===== src/design/cpuPkg.sv =====
package cpuPkg;

	////////////////////////////////////////
	// Widths and base types
	////////////////////////////////////////
	localparam int wordW = 32;                   // Data and address width
	localparam int regAddrW = 5;                 // Register index width

	typedef logic [wordW-1:0] wordT;
	typedef logic [regAddrW-1:0] regAddrT;

	////////////////////////////////////////
	// Instruction encodings
	////////////////////////////////////////
	typedef enum logic [5:0] {
		opRType = 6'b000000,
		opJ     = 6'b000010,
		opBeq   = 6'b000100,
		opAddi  = 6'b001000,
		opAddiu = 6'b001001,
		opSlti  = 6'b001010,
		opSltiu = 6'b001011,
		opAndi  = 6'b001100,
		opOri   = 6'b001101,
		opXori  = 6'b001110,
		opLui   = 6'b001111,
		opLw    = 6'b100011,
		opSw    = 6'b101011
	} opcodeT;

	typedef enum logic [5:0] {
		fnAdd  = 6'b100000,
		fnAddu = 6'b100001,
		fnSub  = 6'b100010,
		fnSubu = 6'b100011,
		fnAnd  = 6'b100100,
		fnOr   = 6'b100101,
		fnXor  = 6'b100110,
		fnNor  = 6'b100111,
		fnSlt  = 6'b101010,
		fnSltu = 6'b101011
	} funcT;

	// ALU operation codes, same values as the old ALU control
	typedef enum logic [3:0] {
		aluAnd  = 4'b0000,
		aluOr   = 4'b0001,
		aluAdd  = 4'b0010,
		aluSub  = 4'b0110,
		aluSlt  = 4'b0111,
		aluAddu = 4'b1000,
		aluSubu = 4'b1001,
		aluXor  = 4'b1010,
		aluSltu = 4'b1011,
		aluNor  = 4'b1100,
		aluLui  = 4'b1110
	} aluOpT;

	// R-type layout, low 16 bits double as immediate, low 26 as jump field
	typedef struct packed {
		opcodeT opcode;
		regAddrT rs;
		regAddrT rt;
		regAddrT rd;
		logic [4:0] shamt;                   // Unused, no shifts
		funcT func;
	} instrT;

endpackage


===== src/design/wordMemory.sv =====
`timescale 1ns/1ps

module wordMemory
	import cpuPkg::*;
#(
	parameter int depth = 64,
	parameter type elemT = wordT
) (
	input  logic Clock,
	input  logic writeEn,
	input  wordT writeAddr,
	input  elemT writeData,
	input  wordT readAddr,
	output elemT readData
);

	elemT mem [depth];
	wordT writeIdx;
	wordT readIdx;

	// Byte address to word index, wraps at depth
	assign writeIdx = (writeAddr >> 2) % depth;
	assign readIdx = (readAddr >> 2) % depth;

	always_ff @(posedge Clock) begin
		if (writeEn)
			mem[writeIdx] <= writeData;
	end

	assign readData = mem[readIdx];                  // Asynchronous read

endmodule


===== config.mk =====
export PLATFORM = sky130hd
export DESIGN_NAME = wordMemory
export DESIGN_NICKNAME = d
export VERILOG_FILES = /design/src/design/cpuPkg.sv /design/src/design/wordMemory.sv
export SDC_FILE = /design/constraint.sdc
export NUM_CORES = 2
export LEC_CHECK = 0
export ABC_AREA = 1
export BUFFER_PORTS_ARGS = -buffer_cell sky130_fd_sc_hd__buf_2
export CAP_MARGIN = 25
export CORE_MARGIN = 5
export CORE_UTILIZATION = 55
export DETAILED_ROUTE_END_ITERATION = 7
export PLACE_DENSITY_LB_ADDON = 0.12
export REMOVE_ABC_BUFFERS = 1
export SLEW_MARGIN = 10
export SYNTH_ARGS = -nofsm -noshare
export SYNTH_HDL_FRONTEND = slang
export SYNTH_SLANG_ARGS = --single-unit

===== constraint.sdc =====
create_clock -name Clock -period 5.8 [get_ports Clock]
set_input_delay 1.16 -clock Clock [delete_from_list [all_inputs] [get_ports Clock]]
set_output_delay 1.16 -clock Clock [all_outputs]
set_load 0.01 [all_outputs]

# After elaboration in Yosys (flattened, before gate mapping)
# Memory sizes are Yosys's and may differ from the RTL's.
# Cells that the tools add are included.
word_totals:
  mem_count: 1
  regBits: 0
  inputBits: 98
  ram_bits: 2048
  wordCells: 3
classes:
  mux: 2
memory_table:
  columns: ["name", "words", "word_bits", "read_ports", "rd_ports_with_merged_regs", "wr", "line_no", "rtl"]
  rows:
  - ["mem", 64, 32, 1, 0, 1, "wordMemory.sv:17", "elemT mem [depth];"]
ops:
  columns: ["cell", "n"]
  rows:
  - ["$mux 1", 2]

# Depth between registers and ports, before layout
depth:
  ltp_word: 2
  ltp_mapped: 13
  mapped_depth_nobuf: 9

# Least setup slack after synthesis
# Ideal clock, no wire load.
synth_timing:
  path_kind: "input to register"
  startpoint: "in writeEn"
  endpoint: "mem mem[48][0] (netlist bit) (enable)"
  cell_stages: 3
  path_slack_ps: 510
  n_path_buf: 1
  setup_ps: 502
  arrival_time_ps: 4788
  path_cell_list: "clkbuf_1 nand4_1 nor4_1"
synth_between:
  elab_chain_len: 2
synth_lines:
  columns: ["element", "line_no", "rtl"]
  rows:
  - ["start: declaration", "wordMemory.sv:10", "input logic writeEn,"]
  - ["$mux 1", "wordMemory.sv:26", "if (writeEn)"]
  - ["$mux 1 (implied by the code)", "wordMemory.sv:27", "mem[writeIdx] <= writeData;"]
  - ["end: declaration", "wordMemory.sv:17", null]
# Every way passes these cells.

==> impl_metrics.env <==
export IMPL_power_density_nw_per_um2=333
export IMPL_tightest_slew_ns=0.952
export IMPL_wl_per_cell_um=24.1
export IMPL_port_buffer_count=77
export IMPL_design_area_um2=91900
export IMPL_cp_required_ns=4.64
export IMPL_reg_top3="mem x2048"
export IMPL_ys_ff_latch=2048
export IMPL_yosysUniqueCellTypes=15
export IMPL_cts_root_buf="clkbuf_16"
export IMPL_start_util_pct=55.5
export IMPL_p_leak_nw=32.4
export IMPL_switching_share_pct=22.1
export IMPL_fin_ws_ns=1.02
export IMPL_area_delta_synth_final_pct=12.0
export IMPL_start_kind="input pin"
export IMPL_drtAntennaViolNets=0
export IMPL_cts_tree="built"
export IMPL_power_total_w=0.0306
export IMPL_hp_class="in -> reg"
export IMPL_grt_overflow_total=0
export IMPL_vias=52704
export IMPL_cts_max_level=4
export IMPL_cts_made_buffers=204
export IMPL_yosysSeqAreaShare_pct=74.9
export IMPL_die_area_um2=157000
export IMPL_final_hold_viol_count=0
export IMPL_fin_nets=6890
export IMPL_die_w_um=396
export IMPL_fin_tns_setup_ns=0
export IMPL_final_layout_size_suffix_gt1_share_pct=9.18
export IMPL_dp_slack_ns=1.04
export IMPL_cts_hold_buffers_added=0
export IMPL_fin_crit_ns=4.78
export IMPL_wl_mm=214
export IMPL_synth_most_common_cell="nand2_1"
export IMPL_async_flop_share_pct=0
export IMPL_die_y_um=396
export IMPL_clkPwrFrac_pct=40.2
export IMPL_ir_drop_uv=262
export IMPL_synthFlopType="edfxtp_1"
export IMPL_core_um2=148000
export IMPL_switchingPower_w=0.00678
export IMPL_largest_register_ffs=2048
export IMPL_yosysTopAreaCell="edfxtp_1"
export IMPL_fmax_ghz=0.209
export IMPL_synth_edff_count=2048
export IMPL_min_period_over_period_pct=82.4
export IMPL_worstSetupPathType="in -> out"
export IMPL_yosysWarnings=0
export IMPL_synth_avg_cell_area_um2=12.2
export IMPL_cts_sinks=2048
export IMPL_dpl_instance_area_um2=85300
export IMPL_clk_pin_slew_ns=0.06
export IMPL_netlist_instances=6737
export IMPL_slew_limit_headroom_pct=36.4
export IMPL_rsz0062_at_grt="false"
export IMPL_num_rows=141
export IMPL_clockBufferDepth=3
export IMPL_seqPwrFrac_pct=53.6
export IMPL_grt_max_degree=134
export IMPL_status="finished clean"
export IMPL_synth_common_cells="nand2_1 (2248), edfxtp_1 (2048), nand3_1 (1907), buf_2 (282), clkbuf_1 (77)"
export IMPL_regMostFlops="mem"
export IMPL_grt_pass1_vias=50235
export IMPL_synthTopCellsByArea="edfxtp_1 (75%), nand3_1 (12%), nand2_1 (10%)"
export IMPL_cts_repair_resized=0
export IMPL_floorplan_io_pins=130
export IMPL_via_per_inst=5.92
export IMPL_setup_violations=0
export IMPL_post_cts_setup_buffers=0
export IMPL_syn_area_um2=82100
export IMPL_grt_pass1_wl_mm=319
export IMPL_p_int_w=0.0238
export IMPL_crit_end="readData[11]"
export IMPL_grtUsageTotal_pct=27.0
export IMPL_cp_arrival_ns=3.62
export IMPL_post_dp_hpwl_mm=116
export IMPL_drtPass1Iterations=5
export IMPL_cp_end_kind="output port"
export IMPL_crit_start="readAddr[2]"
export IMPL_first_iter_violations=5370
export IMPL_synth_top_cell_area_share_pct=74.9
export IMPL_gp_congestion=0.814
export IMPL_cp_max_fo=94
export IMPL_max_cap_violations=0
export IMPL_combinationalPowerShare_pct=6.1
export IMPL_drc_errors=0
export IMPL_slew_viol_final=0
export IMPL_antenna_found_initial=16
[per-stage QoR]
step / instances / utilization (%) / hold slack (ns)
after floorplan: 6288 / - / 1.26
after global placement: 8490 / 57.6 / 1.84
after detailed placement: 8494 / 57.6 / 1.60
after CTS: 8871 / 61.8 / 0.716
after global routing: 8894 / 62.1 / 0.663
final: 8903 / 62.1 / 0.667
[power groups by stage]
| stage | clock [W] | combinational (W) | sequential, W |
|---|---|---|---|
| detailed placement | 0 | 0.00184 | 0.0167 |
| global route | 0.0131 | 0.00206 | 0.0164 |
| global placement | 0 | 0.00181 | 0.0167 |
| finish | 0.0123 | 0.00188 | 0.0164 |
| floorplan | 0 | 0.000905 | 0.0167 |
| CTS | 0.0125 | 0.00185 | 0.0164 |
[worst min-delay path by stage]
stage / from / endpoint / slack [ns] / depth (start not counted)
after global routing: writeData[2] / mem[11][2] / 0.66 / 1
final: writeData[2] / mem[11][2] / 0.67 / 1
after CTS: writeData[25] / mem[4][25] / 0.72 / 1
after floorplan: writeData[0] / mem[0][0] / 1.26 / 0
after detailed placement: writeData[25] / mem[0][25] / 1.60 / 1
after global placement: writeData[14] / mem[62][14] / 1.84 / 2
[cell type report]
cell class                      instances  area [um^2]
Multi-Input combinational cell       4228        18800
Clock buffer                          267         5530
Sequential cell                      2048        61500
Timing Repair Buffer                  298         2940
Fill cell                           11251        56100
Antenna cell                           10         25.0
Inverter                               12         82.6
Tap cell                             1930         2410
Clock inverter                        110          667
[cells by family after synthesis]
family,share of synthesized area (%)
buf+inv,2.80
flops,74.9
simple gates,22.3
[worst max-delay path: stages]
cell     delay (ns)
buf_8          0.17
inv_16         0.31
buf_12         0.35
buf_12         0.27
nand2_1        0.07
nand3_1        0.07
nand3_1        0.12
nand3_1        0.10
nand3_1        0.14
nand2_1        0.12
nand2_1        0.09
nand2_1        0.19
buf_2          0.16
[cells in the final DEF, fill, tap and decap left out]
master         n
buf_12        68
buf_2         72
buf_4        153
buf_6          2
buf_8          3
bufinv_16      6
clkbuf_1      54
clkbuf_16    213
clkinv_1      52
clkinv_2      45
clkinvlp_4     3
diode_2       10
edfxtp_1    2048
inv_1          6
inv_16         1
inv_6          7
inv_8          2
nand2_1     2248
nand3_1     1907
nand4_1        9
nor2_4        56
nor4_2         8
[per-layer routing]
metal | track usage, % | part of all wire [%] | up-vias
met5 | 0 | 0.014 | -
met1 | 38.9 | 42 | 25963
met4 | 7.86 | 2.6 | 4
met3 | 4.86 | 8.3 | 359
li1 | - | - | 24181
met2 | 42.7 | 47 | 2197
Power figures use the tool's default switching activity.
