## config.mk

```make
export PLATFORM = sky130hd
export DESIGN_NAME = registerFile
export DESIGN_NICKNAME = d
export VERILOG_FILES = /design/src/design/cpuPkg.sv /design/src/design/registerFile.sv
export SDC_FILE = /design/constraint.sdc
export NUM_CORES = 2
export LEC_CHECK = 0
export BUFFER_PORTS_ARGS = -buffer_cell sky130_fd_sc_hd__buf_2
export CELL_PAD_IN_SITES_DETAIL_PLACEMENT = 1
export CELL_PAD_IN_SITES_GLOBAL_PLACEMENT = 1
export CORE_MARGIN = 3
export CORE_UTILIZATION = 45
export CTS_CLUSTER_SIZE = 40
export DETAILED_ROUTE_END_ITERATION = 10
export GPL_ROUTABILITY_DRIVEN = 0
export PLACE_DENSITY_LB_ADDON = 0.1
export SLEW_MARGIN = 20
export SYNTH_ARGS = -nofsm -noshare
export SYNTH_HDL_FRONTEND = slang
export SYNTH_SLANG_ARGS = --single-unit
```

## constraint.sdc

```tcl
create_clock -name Clock -period 8.9 [get_ports Clock]
set_input_delay 1.78 -clock Clock [delete_from_list [all_inputs] [get_ports Clock]]
set_output_delay 1.78 -clock Clock [all_outputs]
set_load 0.02 [all_outputs]
```

## src/design/cpuPkg.sv

```systemverilog
package cpuPkg;

	////////////////////////////////////////
	// Widths and base types
	////////////////////////////////////////
	localparam int wordW = 32;                   // Data and address width
	localparam int regAddrW = 5;                 // Register index width

	typedef logic [wordW-1:0] wordT;
	typedef logic [regAddrW-1:0] regAddrT;

	////////////////////////////////////////
	// Instruction encodings
	////////////////////////////////////////
	typedef enum logic [5:0] {
		opRType = 6'b000000,
		opJ     = 6'b000010,
		opBeq   = 6'b000100,
		opAddi  = 6'b001000,
		opAddiu = 6'b001001,
		opSlti  = 6'b001010,
		opSltiu = 6'b001011,
		opAndi  = 6'b001100,
		opOri   = 6'b001101,
		opXori  = 6'b001110,
		opLui   = 6'b001111,
		opLw    = 6'b100011,
		opSw    = 6'b101011
	} opcodeT;

	typedef enum logic [5:0] {
		fnAdd  = 6'b100000,
		fnAddu = 6'b100001,
		fnSub  = 6'b100010,
		fnSubu = 6'b100011,
		fnAnd  = 6'b100100,
		fnOr   = 6'b100101,
		fnXor  = 6'b100110,
		fnNor  = 6'b100111,
		fnSlt  = 6'b101010,
		fnSltu = 6'b101011
	} funcT;

	// ALU operation codes, same values as the old ALU control
	typedef enum logic [3:0] {
		aluAnd  = 4'b0000,
		aluOr   = 4'b0001,
		aluAdd  = 4'b0010,
		aluSub  = 4'b0110,
		aluSlt  = 4'b0111,
		aluAddu = 4'b1000,
		aluSubu = 4'b1001,
		aluXor  = 4'b1010,
		aluSltu = 4'b1011,
		aluNor  = 4'b1100,
		aluLui  = 4'b1110
	} aluOpT;

	// R-type layout, low 16 bits double as immediate, low 26 as jump field
	typedef struct packed {
		opcodeT opcode;
		regAddrT rs;
		regAddrT rt;
		regAddrT rd;
		logic [4:0] shamt;                   // Unused, no shifts
		funcT func;
	} instrT;

endpackage

```

## src/design/registerFile.sv

```systemverilog
`timescale 1ns/1ps

module registerFile
	import cpuPkg::*;
(
	input  logic Clock,
	input  logic rstN,
	input  regAddrT readA,
	input  regAddrT readB,
	input  regAddrT writeAddr,
	input  logic writeEn,
	input  wordT writeData,
	output wordT busA,
	output wordT busB
);

	localparam int numRegs = 2 ** regAddrW;

	wordT regs [numRegs];

	always_ff @(posedge Clock) begin
		if (!rstN) begin
			for (int i = 0; i < numRegs; i++)
				regs[i] <= '0;                       // Whole file cleared
		end else if (writeEn && (writeAddr != '0)) begin
			regs[writeAddr] <= writeData;            // $0 never written
		end
	end

	// Combinational reads, $0 forced to zero
	assign busA = (readA == '0) ? '0 : regs[readA];
	assign busB = (readB == '0) ? '0 : regs[readB];

endmodule

```

; After elaboration in Yosys (flattened, before gate mapping)
; Memories as Yosys holds them, arrays and structs flattened.
; Cells that the tools add are included.
[word_totals]
mem_bits_rw = 1024
memories = 1
reg_bits = 0
[memory_table]
columns = memory, depth, word_bits, rd, rd_clocked_by_memory_dff, wr, line_no
row1 = regs, 32, 32, 2, 0, 32, registerFile.sv:19  ; wordT regs [numRegs];
[op_classes]
mux = 9
reduce_logical = 5
[ops]
columns = operator, count
row1 = $mux 32, 3
row2 = $reduce_or 32->1, 1
row3 = $logic_not 5->1, 2
row4 = $mux 1, 5
row5 = $mux 5, 1
row6 = $reduce_bool 5->1, 1
row7 = $logic_and 1x1->1, 1

; Depth between registers and ports, before layout
[logic_depth]
ltp_word = 7
depth_mapped = 9

; Worst setup path after synthesis
; No wires, ideal clock.
[synth_path]
path_type = in2out
start = input port readB[2]
end = output port busB[6]
path_stages = 6
slack_ps = 3529
n_path_buf = 2
t_arrival_ps = 3591
path_cell_list = buf_2 > or3b_2 > clkbuf_1 > o221ai_1 > a221oi_1 > nor4_1
[synth_via]
elab_chain_len = 2
[synth_rtl]
columns = item, line_no
row1 = "start, declared", registerFile.sv:9  ; input regAddrT readB,
row2 = $mem_v2 32x32 or $logic_not 5->1 (tied branches), --
row3 = $mux 32 *, registerFile.sv:32  ; assign busB = (readB == '0) ? '0 : regs[readB];
row4 = "end, declared", registerFile.sv:14  ; output wordT busB
; Mark *: on every way between the ends. The rest lies on a longest branch, timed or not.

; Final worst setup path
[layout_path]
start = input port readB[0]
end = output port busB[27]
; Same word-level chain as after synthesis.

==> key figures <==
Status
  • Outcome: completed

Clocking
  • TritonCTS Buffers: 115
  • CTS tree: built
  • Post-CTS sizing: 0
  • # hold bufs at CTS: 0
  • # Post-CTS Setup Buffers: 0
  • Clock root cell: clkbuf_16
  • CTS max path bufs: 3
  • Total clock sinks: about 1000
  • Clock transition at path regs: ~60 ps
  • Htree depth: 3

Detailed routing
  • 1st-iter DRT viols: between 4000 and 5000
  • Vias per inst: 6.64
  • Post-route DRC: 0
  • Routed via count: between 30000 and 40000
  • Routed wire length: 199000 um
  • Antenna-violating nets left: 0
  • TritonRoute pass-1 iters: 6
  • Avg WL per Cell: 38.2 um

Placed design
  • Place WS: 1940 ps
  • Post-DP HPWL: 116000 um
  • Number of port buffers: 113

Timing
  • Relative slew slack: 24.8%
  • Actual slew at the worst max-slew pin: approximately 1100 ps
  • Period minus WS final: 6880 ps
  • Setup TNS: 0 ps
  • PnR worst setup slack: between 2000 and 2500 ps
  • Max Freq: roughly 150 MHz
  • Period utilization: 77.3%
  • Final hold vios: 0
  • Unrepaired setup endpoints after global routing: false
  • Pins Over Slew Limit: 0
  • Setup violators final: 0

Finish
  • Largest registers: regs (1024)
  • # nets final: around 3600
  • P&R area growth vs syn: 11.8%
  • Largest Register: regs
  • Layout cells sized above 1: 27.4%
  • Max reg flops: 1024

Setup path
  • Critical path endpoint category: output port
  • Worst Path Class, Setup: in -> out
  • Crit path required time: 7120 ps
  • Max Fanout on Critical Path: 47
  • Crit start category: primary input
  • CP arrival: between 5000 and 6000 ps

Global route
  • Number of global-route vias before repair: 37000
  • Remaining Overflow, GRT: 0
  • Tot GR Track Use: 31.9%
  • First-pass GRT wire length: 282000 um
  • Initial antenna violation count: 25
  • Pin count of the biggest net entering global routing: 110

Logic synthesis
  • Sequential fraction of the synthesis area: a little under three fifths
  • Synth top area share: between 50 and 60%
  • Mux cell area share after synthesis: 23.0%
  • Syn Std Cell Area: 54200 um^2
  • Largest family of logic cells by synthesized area: multiplexers
  • Yosys top cell by area: edfxtp_1
  • Yosys cell types: 41
  • Yosys reg bits: 1024
  • Commonest cells post-synth: edfxtp_1 (1024), and2_1 (996), mux4_2 (470), clkbuf_1 (275), mux2i_1 (154)
  • Adder-Cell Fraction of Synth Area: 0%
  • EDFF count, synth: 1024
  • Mean area per synthesized cell: 15.4 um^2
  • Post-Synth Simple-Gate Area: 13.0%
  • Top FF cell, synth: edfxtp_1
  • Ys Warns: 0
  • XOR/XNOR share of the synthesized area: 0%
  • Post-synthesis compound-gate area fraction: under 10%
  • Synth area leaders: edfxtp_1 (57%), mux4_2 (20%), and2_1 (11%), mux2i_1 (2.8%), clkbuf_1 (1.9%)
  • FFs w/ async S/R, synth: 0%
  • Top-count cell post-synth: edfxtp_1
  • Mapped Cells: 3509

Floorplan
  • Die area: 125000 um^2
  • IO Count: 114
  • Die height: 353 um
  • DIE WIDTH: 353 um
  • Rows: ~130
  • Core Region: 119000 um^2
  • Initial standard-cell utilization of the core: 45.6%

Power
  • Power Internal: 8970 uW
  • Leakage: 0.0207 uW
  • Switching share of power: about a quarter
  • Clock power share: 40.4%
  • Switching Power: between 3000 and 4000 uW
  • Combinational power share: 12.1%
  • Max VDD drop: 0.149 mV
  • Power per cell area: ~200 nW/um^2
  • Seq pwr share: 47.4%

Hold path
  • Hold Path End: regs[7][22]
  • Worst hold start: writeData[22]
  • Hold Path Class: in -> reg
  • WHS Path Cells: 2

Job
  • # Max-Cap Violations: 0
==> worst max-delay path, stage by stage <==
cell and delay, ps:
buf_8 460, buf_16 330, buf_12 310, buf_4 300
mux2i_1 220, o22ai_1 110, a2111oi_1 990, nor3_1 200
buf_2 230
==> kinds of logic after synthesis <==
kind of cell,Yosys count
flops,1024
other cells,1
simple gates,1149
compound gates,291
buf+inv,390
mux,654
==> routing by layer <==
| layer | GRT usage (%) | share of wire [%] | vias up | wire length, um |
|---|---|---|---|---|
| met1 | 42.2 | 39 | 18600 | 76900 |
| li1 | - | - | 13600 | - |
| met3 | 6.06 | 8.5 | 461 | 17000 |
| met5 | 0 | 0.029 | - | 57 |
| met4 | 15.3 | 5.4 | 8 | 10900 |
| met2 | 51.1 | 47 | 1903 | 94600 |
==> how the worst max path moves through the flow <==
| stage | cells after the start | from | slack [ps] | end |
|---|---|---|---|---|
| 3_5_place_dp | 7 | readB[0] | 1940 | busB[31] |
| 6_report | 9 | readB[0] | 2020 | busB[27] |
| 5_1_grt | 8 | readB[0] | 1840 | busB[25] |
| 3_3_place_gp | 7 | readB[0] | 1970 | busB[31] |
| 2_1_floorplan | 6 | readB[2] | 3530 | busB[6] |
| 4_1_cts | 7 | readB[0] | 1940 | busB[31] |
==> final cells by class <==
cell class	instances	area, um^2
fillers	11200	58300
flip-flops and latches	1024	30700
multi-input cells	2126	22300
clock buffers	134	3010
well taps	1600	2000
repair buffers	234	1680
clock inverters	85	807
diodes	13	32.5
inverters	2	7.51
==> through the flow <==
step | cell area, um^2 | total power, uW | hold WS (ps) | utilization (%) | instances
2_1_floorplan | 54300 | 6670 | 1980 | - | 3540
3_3_place_gp | 56700 | 7220 | 2410 | 47.7 | 4984
3_5_place_dp | 56700 | 7280 | 2450 | 47.7 | 4985
4_1_cts | 60500 | 12100 | 1670 | 50.9 | 5204
5_1_grt | 60600 | 12400 | 1700 | 51.0 | 5206
6_report | 60600 | 12100 | 1710 | 51.0 | 5218
==> cell usage in the layout (no fill, tap or decap), types with 5 or more instances in the layout <==
master      count
clkbuf_16     118
clkinvlp_4      8
edfxtp_1     1024
nor2_2         15
mux2i_1       154
a22o_1         51
buf_4         112
nor2_4         17
mux2_2         30
buf_12         11
clkbuf_1       16
nand2b_1        6
nor3_1         54
nor4_1          7
a211oi_1       34
nor2b_1        13
diode_2        13
clkinv_2       29
o22ai_1        79
nand2_1         9
and2_1        995
buf_2         105
conb_1         32
nand3b_1        5
o21ai_4        31
clkinv_1       27
a2111oi_1      12
bufinv_16      14
a2111oi_0      17
a22oi_1        18
mux4_2        470
a21oi_1        10
o221ai_1       27
nand3_1         5
==> power by group through the flow <==
| stage | sequential (uW) | combinational [uW] | clock (uW) |
|---|---|---|---|
| finish | 5730 | 1470 | 4890 |
| global route | 5760 | 1520 | 5120 |
| CTS | 5730 | 1460 | 4930 |
| detailed placement | 5820 | 1450 | 0 |
| global placement | 5790 | 1430 | 0 |
| floorplan | 5760 | 905 | 0 |
Power figures use the tool's default switching activity.
