$ cat config.mk
export PLATFORM = sky130hd
export DESIGN_NAME = instrDecoder_flat
export DESIGN_NICKNAME = d
export VERILOG_FILES = /design/src/design/cpuPkg.sv /design/src/design/ctrlIf.sv /design/src/design/instrDecoder.sv /design/src/flat_wrapper.sv
export SDC_FILE = /design/constraint.sdc
export NUM_CORES = 1
export LEC_CHECK = 0
export BUFFER_PORTS_ARGS = -buffer_cell sky130_fd_sc_hd__buf_4
export CELL_PAD_IN_SITES_DETAIL_PLACEMENT = 2
export CELL_PAD_IN_SITES_GLOBAL_PLACEMENT = 2
export CORE_ASPECT_RATIO = 2
export CORE_MARGIN = 3
export CORE_UTILIZATION = 12
export DETAILED_ROUTE_END_ITERATION = 7
export GPL_ROUTABILITY_DRIVEN = 0
export PLACE_DENSITY = 0.84
export RECOVER_POWER = 25
export SLEW_MARGIN = 15
export SYNTH_ARGS = -nofsm -noshare
export SYNTH_HDL_FRONTEND = slang
export SYNTH_SLANG_ARGS = --single-unit
$ cat constraint.sdc
create_clock -name vclk -period 1.03
set_input_delay 0.103 -clock vclk [all_inputs]
set_output_delay 0.103 -clock vclk [all_outputs]
set_load 0.01 [all_outputs]
$ cat src/design/cpuPkg.sv
package cpuPkg;

	////////////////////////////////////////
	// Widths and base types
	////////////////////////////////////////
	localparam int wordW = 32;                   // Data and address width
	localparam int regAddrW = 5;                 // Register index width

	typedef logic [wordW-1:0] wordT;
	typedef logic [regAddrW-1:0] regAddrT;

	////////////////////////////////////////
	// Instruction encodings
	////////////////////////////////////////
	typedef enum logic [5:0] {
		opRType = 6'b000000,
		opJ     = 6'b000010,
		opBeq   = 6'b000100,
		opAddi  = 6'b001000,
		opAddiu = 6'b001001,
		opSlti  = 6'b001010,
		opSltiu = 6'b001011,
		opAndi  = 6'b001100,
		opOri   = 6'b001101,
		opXori  = 6'b001110,
		opLui   = 6'b001111,
		opLw    = 6'b100011,
		opSw    = 6'b101011
	} opcodeT;

	typedef enum logic [5:0] {
		fnAdd  = 6'b100000,
		fnAddu = 6'b100001,
		fnSub  = 6'b100010,
		fnSubu = 6'b100011,
		fnAnd  = 6'b100100,
		fnOr   = 6'b100101,
		fnXor  = 6'b100110,
		fnNor  = 6'b100111,
		fnSlt  = 6'b101010,
		fnSltu = 6'b101011
	} funcT;

	// ALU operation codes, same values as the old ALU control
	typedef enum logic [3:0] {
		aluAnd  = 4'b0000,
		aluOr   = 4'b0001,
		aluAdd  = 4'b0010,
		aluSub  = 4'b0110,
		aluSlt  = 4'b0111,
		aluAddu = 4'b1000,
		aluSubu = 4'b1001,
		aluXor  = 4'b1010,
		aluSltu = 4'b1011,
		aluNor  = 4'b1100,
		aluLui  = 4'b1110
	} aluOpT;

	// R-type layout, low 16 bits double as immediate, low 26 as jump field
	typedef struct packed {
		opcodeT opcode;
		regAddrT rs;
		regAddrT rt;
		regAddrT rd;
		logic [4:0] shamt;                   // Unused, no shifts
		funcT func;
	} instrT;

endpackage

$ cat src/design/ctrlIf.sv
`timescale 1ns/1ps

interface ctrlIf
	import cpuPkg::*;
();
	logic regDst;                                // 1 = rd, 0 = rt
	logic aluSrc;                                // 1 = immediate operand
	logic memToReg;                              // Writeback from memory
	logic regWrite;
	logic memWrite;
	logic branch;
	logic jump;
	logic signExtend;                            // Sign vs zero extension of imm16
	aluOpT aluOp;

	modport decoder (
		output regDst, aluSrc, memToReg, regWrite, memWrite,
		output branch, jump, signExtend, aluOp
	);
	modport pcSide (input branch, jump);
	modport exec (input aluSrc, signExtend, aluOp);
	modport datapath (input regDst, memToReg, regWrite, memWrite);

endinterface

$ cat src/design/instrDecoder.sv
`timescale 1ns/1ps

module instrDecoder
	import cpuPkg::*;
(
	input  instrT instr,
	ctrlIf.decoder ctrl
);

	always_comb begin
		// Defaults give a no-op
		ctrl.regDst = 1'b0;
		ctrl.aluSrc = 1'b0;
		ctrl.memToReg = 1'b0;
		ctrl.regWrite = 1'b0;
		ctrl.memWrite = 1'b0;
		ctrl.branch = 1'b0;
		ctrl.jump = 1'b0;
		ctrl.signExtend = 1'b0;
		ctrl.aluOp = aluAdd;

		case (instr.opcode)
			opRType: begin
				ctrl.regDst = 1'b1;
				ctrl.regWrite = 1'b1;                // Cleared below for unknown func
				case (instr.func)
					fnAdd:   ctrl.aluOp = aluAdd;
					fnAddu:  ctrl.aluOp = aluAddu;
					fnSub:   ctrl.aluOp = aluSub;
					fnSubu:  ctrl.aluOp = aluSubu;
					fnAnd:   ctrl.aluOp = aluAnd;
					fnOr:    ctrl.aluOp = aluOr;
					fnXor:   ctrl.aluOp = aluXor;
					fnNor:   ctrl.aluOp = aluNor;
					fnSlt:   ctrl.aluOp = aluSlt;
					fnSltu:  ctrl.aluOp = aluSltu;
					default: ctrl.regWrite = 1'b0;
				endcase
			end
			opLw: begin
				ctrl.aluSrc = 1'b1;
				ctrl.memToReg = 1'b1;
				ctrl.regWrite = 1'b1;                // Base plus zero-extended offset
			end
			opSw: begin
				ctrl.aluSrc = 1'b1;
				ctrl.memWrite = 1'b1;
			end
			opBeq: begin
				ctrl.branch = 1'b1;
				ctrl.signExtend = 1'b1;              // Offset is signed
				ctrl.aluOp = aluSub;                 // Equal when difference is zero
			end
			opJ: ctrl.jump = 1'b1;
			opAddi, opAddiu, opSlti, opLui,
			opAndi, opOri, opXori, opSltiu: begin
				ctrl.aluSrc = 1'b1;
				ctrl.regWrite = 1'b1;
				ctrl.signExtend = instr.opcode inside {opAddi, opAddiu, opSlti, opLui};
				case (instr.opcode)
					opAddi:  ctrl.aluOp = aluAdd;
					opAddiu: ctrl.aluOp = aluAddu;
					opSlti:  ctrl.aluOp = aluSlt;
					opLui:   ctrl.aluOp = aluLui;
					opAndi:  ctrl.aluOp = aluAnd;
					opOri:   ctrl.aluOp = aluOr;
					opXori:  ctrl.aluOp = aluXor;
					default: ctrl.aluOp = aluSltu;   // sltiu
				endcase
			end
			default: ;                               // Unknown opcode, no writes
		endcase
	end

endmodule

$ cat src/flat_wrapper.sv
// flat-port wrapper written by rule: the top's interface ports become plain ports
module instrDecoder_flat import cpuPkg::*;
  (instr, ctrl_regDst, ctrl_aluSrc, ctrl_memToReg, ctrl_regWrite, ctrl_memWrite, ctrl_branch, ctrl_jump, ctrl_signExtend, ctrl_aluOp);
  ctrlIf ctrl_i ();
  input  instrT instr;
  output wire logic [$bits(ctrl_i.regDst)-1:0] ctrl_regDst;
  output wire logic [$bits(ctrl_i.aluSrc)-1:0] ctrl_aluSrc;
  output wire logic [$bits(ctrl_i.memToReg)-1:0] ctrl_memToReg;
  output wire logic [$bits(ctrl_i.regWrite)-1:0] ctrl_regWrite;
  output wire logic [$bits(ctrl_i.memWrite)-1:0] ctrl_memWrite;
  output wire logic [$bits(ctrl_i.branch)-1:0] ctrl_branch;
  output wire logic [$bits(ctrl_i.jump)-1:0] ctrl_jump;
  output wire logic [$bits(ctrl_i.signExtend)-1:0] ctrl_signExtend;
  output wire logic [$bits(ctrl_i.aluOp)-1:0] ctrl_aluOp;
  assign ctrl_regDst = ctrl_i.regDst;
  assign ctrl_aluSrc = ctrl_i.aluSrc;
  assign ctrl_memToReg = ctrl_i.memToReg;
  assign ctrl_regWrite = ctrl_i.regWrite;
  assign ctrl_memWrite = ctrl_i.memWrite;
  assign ctrl_branch = ctrl_i.branch;
  assign ctrl_jump = ctrl_i.jump;
  assign ctrl_signExtend = ctrl_i.signExtend;
  assign ctrl_aluOp = ctrl_i.aluOp;
  instrDecoder u_core (.instr(instr), .ctrl(ctrl_i));
endmodule
# After elaboration in Yosys (flattened, before gate mapping)
# Index checks and enable logic that the tools add are counted.
[op_classes] eq_ne=22 n_reduce_logical=6 muxes=12
[ops] operator="$eq 6x6->1 const B" count=12
[ops] operator="$eq 6x4->1 const B" count=8
[ops] operator="$pmux 4 s9" count=1
[ops] operator="$pmux 4 s7" count=1
[ops] operator="$reduce_or 10->1" count=2
[ops] operator="$pmux 4 s3" count=1
[ops] operator="$reduce_or 9->1" count=1
[ops] operator="$reduce_or 8->1" count=1
[ops] operator="$mux 1" count=7
[ops] operator="$eq 6x2->1 const B" count=1
[ops] operator="$eq 6x3->1 const B" count=1
[ops] operator="$logic_not 6->1" count=1
[ops] operator="$pmux 1 s2" count=2
[ops] operator="$reduce_bool 4->1" count=1
[totals] ff_bits=0 word_cells=40 output_inout_bits=12

# Depth between registers and ports, before layout
# Gate-level depths: netlist (run 1).
[logic_depth] ltp_word=4 depth_mapped=5

# Worst setup path before layout (run 1)
# OpenSTA, ideal clock, no wires.
[synth_timing] kind="input-to-output" start="input instr[26] in the netlist's numbering" end="output ctrl_aluOp[2]" cell_stages=4 n_path_buf=0 slack_ns=-0.160 arrival_ns=1.087 path_cell_list="nor2_4 nand4bb_4 or4_1 a31oi_1"
[synth_between] elab_chain_cells=3
[synth_lines] element="from (decl)" line="flat_wrapper.sv:5" source="input instrT instr;"
[synth_lines] element="$eq 6x4->1, on equally long branches" line="instrDecoder.sv:22, instrDecoder.sv:60"
[synth_lines] element="$pmux 4 s7 or $reduce_or 8->1 (tied branches)" line="instrDecoder.sv:60, instrDecoder.sv:22"
[synth_lines] element="$pmux 4 s3 *" line="instrDecoder.sv:22" source="case (instr.opcode)"
[synth_lines] element="to (decl)" line="flat_wrapper.sv:14" source="output wire logic [$bits(ctrl_i.aluOp)-1:0] ctrl_aluOp;"
# Every way passes the cells marked *; elsewhere a longest branch is shown, timed or not.

# Worst setup path in the final report (run 1)
# Ends and elaborated chain as after synthesis.

==> summary.md, run 1 <==
| Metric | Value |
|---|---|
| Status | `finished with violations` |
| Hold Startpoint | `instr[30]` |
| Io pins | `44` |
| Syn nets | `89` |
| Register area | `0 um^2` |
| Post-Route M1 WL | `730 um` |
| Synth top area cells | `nand4bb_4 (7.8%), a21oi_1 (7.1%), o21ai_1 (5.7%), a31oi_1 (5.3%), nand2_1 (5.3%)` |
| Vias in the first global route | `648` |
| Synthesized area | `353 um^2` |
| Syn avg cell area | `6.19 um^2` |
| CP endpoint kind | `output port` |
| DR pass1 iterations | `4` |
| Final core utilization | `33.2%` |
| Row cnt | `27` |
| Final Hold Vio Count | `0` |
| Fillcell total | `326` |
| RSZ-0062 raised after global routing | `true` |
| Metal2 WL | `1.25 mm` |
| # clk buffers | `0` |
| Fraction of layout cells with a size suffix above 1 | `69.9%` |
| Largest net degree at the start of global routing | `14` |
| Post-synth top area share | `7.80%` |
| Worst Tran Pin Value | `0.310 ns` |
| Failing checks | `setup timing` |
| Antenna Cells | `0` |
| Detailed-placement wirelength estimate | `1.52 mm` |
| Fmax | `0.741 GHz` |
| Netlist cell types | `31` |
| Final min period | `1.35 ns` |
| Post-Layout Cell Count | `132` |
| Metal3 WL | `68 um` |
| Pwr Density | `336 nW/um^2` |
| Synth top cells by count | `a21oi_1 (5), nand2_1 (5), clkbuf_1 (4), nor2_1 (4), o21ai_1 (4)` |
| Crit path kind | `primary input to output port` |
| Core ar. | `2770 um^2` |
| Uppermost layer routed | `met3` |
| DRC | `0` |
| Peak supply drop | `0.000114 V` |
| Via density | `4.67` |
| Initial core utilization | `12.7%` |
| Post-synthesis sequential area ratio | `0%` |
| Die Wd | `44.3 um` |
| DRT Wirelength | `2.04 mm` |
| Area leader, netlist | `nand4bb_4` |
| Leakage | `0.404 nW` |
| Sequential cell count | `0` |
| Final setup viols | `12` |
| PortBufs | `24` |
| Violation count after the first detailed-route iteration | `1` |
| WL/cell | `15.5 um` |
| Area of the multi-input gates | `430 um^2` |
| Die ar. | `3670 um^2` |
| DR vias | `617` |
| Die Span Y | `82.7 um` |
| Critical path data required time | `0.93 ns` |
| Ys Warns | `0` |
| Hold crit path type | `primary input to output port` |
| Placed Instances | `121` |
| Post-Syn Instances | `57` |
| Critical Path Start Type | `primary input` |
| Slew Limit Fails | `0` |
| Final period util | `131%` |
| Initial antenna violation count | `0` |
| Worst Setup SP | `instr[26]` |
| First-pass GRT wire length | `3.28 mm` |
| CP Max Fanout | `2` |
| Cts hold-fix bufs | `0` |
| GR Overflow Total | `0` |
| Worst endpoint data arrival time | `1.25 ns` |
| Setup ws final | `-0.319 ns` |
| Antenna viol nets, final | `0` |
| Max-Cap Viols | `0` |
| GRT Total Usage | `11.5%` |
| Nets@finish | `137` |
| Rel. slew slack | `79.3%` |
| Layout area overhead | `161%` |
[repair_timing]
action                                  4_1_cts  5_1_grt
gates resized for setup                      26       10
endpoints found under the setup margin       12       12
pin swaps                                     8        8
cloned                                        0        0
buffers inserted                              8        5
[area by class of cell]
cell class                      instances  share of cell area [%]
Timing Repair Buffer                   51                    48.1
Multi-Input combinational cell         49                    46.7
Tap cell                               29                    3.94
Inverter                                3                    1.22
[per-layer routing]
layer / up-vias / GRT usage [%]
met5: - / 0
met3: 0 / 0.217
li1: 301 / -
met1: 297 / 12.2
met2: 19 / 24.7
met4: 0 / 0
[placed cells by master (no fill, tap or decap), drive strengths merged, types with 2 or more instances in the layout]
cell type	netlist	routed
nor3b	2	2
a21oi	5	5
inv	3	3
nor2	5	5
a31oi	3	3
nand2	5	5
and3	2	2
o21ai	5	5
nand2b	3	3
nor3	2	2
buf	1	51
[power by group]
part	internal [mW]	switching, mW	total [mW]
sequential	0	0	0
combinational	0.170	0.139	0.309
clock	0	0	0
total	0.170	0.139	0.309
[critical path, stage by stage]
cell and delay [ns]:
buf_8 0.10, nor2_4 0.12, nand4bb_4 0.12, or4_4 0.49
a31oi_2 0.16, buf_4 0.14
[cells by family (layout without fill, tap and decap cells)]
kind of cell	count (synthesis)	in the layout	synth area share, %
compound gates	18	18	32.3
mux	1	1	3.19
buf+inv	8	54	8.86
simple gates	30	30	55.7
[metrics by stage]
stage	total power, mW	setup WS [ns]	cell area (um^2)	hold slack (ns)	TNS (ns)
after CTS	0.292	-0.320	858	0.584	-1.62
after global placement	0.216	-0.328	687	0.585	-1.88
final	0.309	-0.319	921	0.573	-1.61
after global routing	0.335	-0.351	921	0.594	-2.23
after floorplan	0.0934	-0.139	372	0.250	-0.289
after detailed placement	0.230	-0.356	687	0.591	-2.22
[final timing paths]
kind                       endpoint  slack [ns]  cells after the start
worst max-delay path  ctrl_aluOp[2]       -0.32                      6
worst min-delay path  ctrl_memToReg        0.57                      4
(Power assumes the default switching activity.)
==> inputs of run 2 (changes only) <==
--- a/config.mk
+++ b/config.mk
@@ -13,6 +13,7 @@
 export CORE_UTILIZATION = 12
 export DETAILED_ROUTE_END_ITERATION = 7
 export GPL_ROUTABILITY_DRIVEN = 0
+export MAX_ROUTING_LAYER = met4
 export PLACE_DENSITY = 0.84
 export RECOVER_POWER = 25
 export SLEW_MARGIN = 15
==> summary.md, run 2 (same netlist as run 1, synthesis figures left out) <==
| Metric | Value |
|---|---|
| Status | `finished with violations` |
| Failing checks | `setup timing` |
| Sw Ratio | `45.0% (-0.083 points)` |
| Violation count after the first detailed-route iteration | `1 (unchanged)` |
| Slew Limit Fails | `0 (unchanged)` |
| Hold depth | `4 (unchanged)` |
| Layout area overhead | `161% (unchanged)` |
| # clk buffers | `0 (unchanged)` |
| Final core utilization | `33.2% (unchanged)` |
| Antenna Cells | `0 (unchanged)` |
| Routing usage on met3 | `0% (-0.22 points)` |
| Detailed-placement wirelength estimate | `1.52 mm (unchanged)` |
| Final Hold Vio Count | `0 (unchanged)` |
| NetSw | `0.139 mW (-0.34%)` |
| DRT Wirelength | `2.03 mm (-0.44%)` |
| Fmax | `0.741 GHz (about the same)` |
| Cell internal pwr | `0.170 mW (about the same)` |
| GRT Total Usage | `11.8% (+0.30 points)` |
| Final period util | `131% (about the same)` |
| Register area | `0 um^2 (unchanged)` |
| RSZ-0062 raised after global routing | `true` |
| Vias in the first global route | `648 (unchanged)` |
| Antenna viol nets, final | `0 (unchanged)` |
| Initial antenna violation count | `0 (unchanged)` |
| Hold slack final | `0.573 ns (-0.00000200 ns)` |
| DR pass1 iterations | `4 (unchanged)` |
| Grt peak-use layer | `met2` |
| GRT met1 Usage | `12.3% (+0.13 points)` |
| Worst endpoint data arrival time | `1.25 ns (about the same)` |
| Combinational share of power | `100.0% (about the same)` |
| Sequential cell count | `0 (unchanged)` |
| Die ar. | `3670 um^2 (unchanged)` |
| Die Wd | `44.3 um (unchanged)` |
| CP Max Fanout | `2 (unchanged)` |
| Most frequent cells in the layout | `buf_4 (37), buf_6 (12), nand2_1 (5)` |
| Io pins | `44 (unchanged)` |
| Core ar. | `2770 um^2 (unchanged)` |
| GR Overflow Total | `0 (unchanged)` |
| Sequential share of power | `0% (unchanged)` |
| Row cnt | `27 (unchanged)` |
| Fillcell total | `326 (unchanged)` |
| M2 GR Usage | `24.7% (unchanged)` |
| Nets@finish | `137 (unchanged)` |
| Largest net degree at the start of global routing | `14 (unchanged)` |
| PortBufs | `24 (unchanged)` |
| Commonest non-fill, non-tap cell in the layout | `buf_4` |
| Clock share of power | `0% (unchanged)` |
| Max-Cap Viols | `0 (unchanged)` |
| DR vias | `614 (-0.49%)` |
| Via density | `4.65 (-0.49%)` |
| Initial core utilization | `12.7% (unchanged)` |
| Placed cell area | `687 um^2 (unchanged)` |
| Crit path kind | `primary input to output port` |
| DRC | `0 (unchanged)` |
| WL/cell | `15.4 um (-0.44%)` |
| Worst Tran Pin Value | `0.310 ns (unchanged)` |
| Pwr Density | `335 nW/um^2 (-0.16%)` |
| Rel. slew slack | `79.3% (unchanged)` |
| Critical Path Start Type | `primary input` |
| Critical path data required time | `0.93 ns (about the same)` |
| Post-Layout Cell Count | `132 (unchanged)` |
| Worst Hold End | `ctrl_memToReg` |
| Setup ws final | `-0.319 ns (-0.000162 ns)` |
| Hold Startpoint | `instr[30]` |
| Final min period | `1.35 ns (+0.000162 ns)` |
| Cts hold-fix bufs | `0 (unchanged)` |
| DP Worst Slack | `-0.356 ns (unchanged)` |
| First-pass GRT wire length | `3.28 mm (unchanged)` |
| Hold crit path type | `primary input to output port` |
| CP endpoint kind | `output port` |
| Final setup viols | `12 (unchanged)` |
| Fraction of layout cells with a size suffix above 1 | `69.9% (unchanged)` |
| Finished Cell Area | `921 um^2 (unchanged)` |
| Die Span Y | `82.7 um (unchanged)` |
| Placed Instances | `121 (unchanged)` |
| Peak supply drop | `0.000113 V (about the same)` |
| Leakage | `0.404 nW (unchanged)` |
## run 2: worst max-delay path by stage
stage | from | end | slack, ns | cells after the start
2_1_floorplan | instr[26] | ctrl_aluOp[2] | -0.14 | 4
4_1_cts | instr[29] | ctrl_aluOp[2] | -0.32 | 6
3_5_place_dp | instr[26] | ctrl_aluOp[2] | -0.36 | 6
6_report | instr[26] | ctrl_aluOp[2] | -0.32 | 6
5_1_grt | instr[26] | ctrl_aluOp[2] | -0.35 | 6
3_3_place_gp | instr[26] | ctrl_aluOp[2] | -0.33 | 6
## run 2: what timing repair did
| action | in CTS | in global routing |
|---|---|---|
| gates resized for setup | 26 | 10 |
| endpoints found under the setup margin | 12 | 12 |
| pin swaps | 8 | 8 |
| buffers inserted | 8 | 5 |
## run 2: layer usage
layer  vias to the layer above  part of all wire, %
met2                        19                   61
met1                       294                   36
li1                        301                    -
met4                         0                    0
met3                         0                  3.0
met5                         -                    0
## run 2: worst max-delay path: stages
cell and delay, ns:
buf_8 0.10, nor2_4 0.12, nand4bb_4 0.12, or4_4 0.49
a31oi_2 0.16, buf_4 0.14
## run 2: area by class of cell
class / count / area (um^2) / area share [%]
well taps: 29 / 36.3 / 3.94
multi-input cells: 49 / 430 / 46.7
inverters: 3 / 11.3 / 1.22
repair buffers: 51 / 443 / 48.1
## run 2: power by group through the flow
stage               registers, mW  clock network, mW  logic [mW]
floorplan                       0                  0      0.0934
global placement                0                  0       0.216
detailed placement              0                  0       0.230
CTS                             0                  0       0.292
global route                    0                  0       0.335
finish                          0                  0       0.309
## run 2: metrics by stage
step	setup TNS [ns]	power, mW
after floorplan	-0.289	0.0934
after global placement	-1.88	0.216
after detailed placement	-2.22	0.230
after CTS	-1.62	0.292
after global routing	-2.22	0.335
final	-1.60	0.309
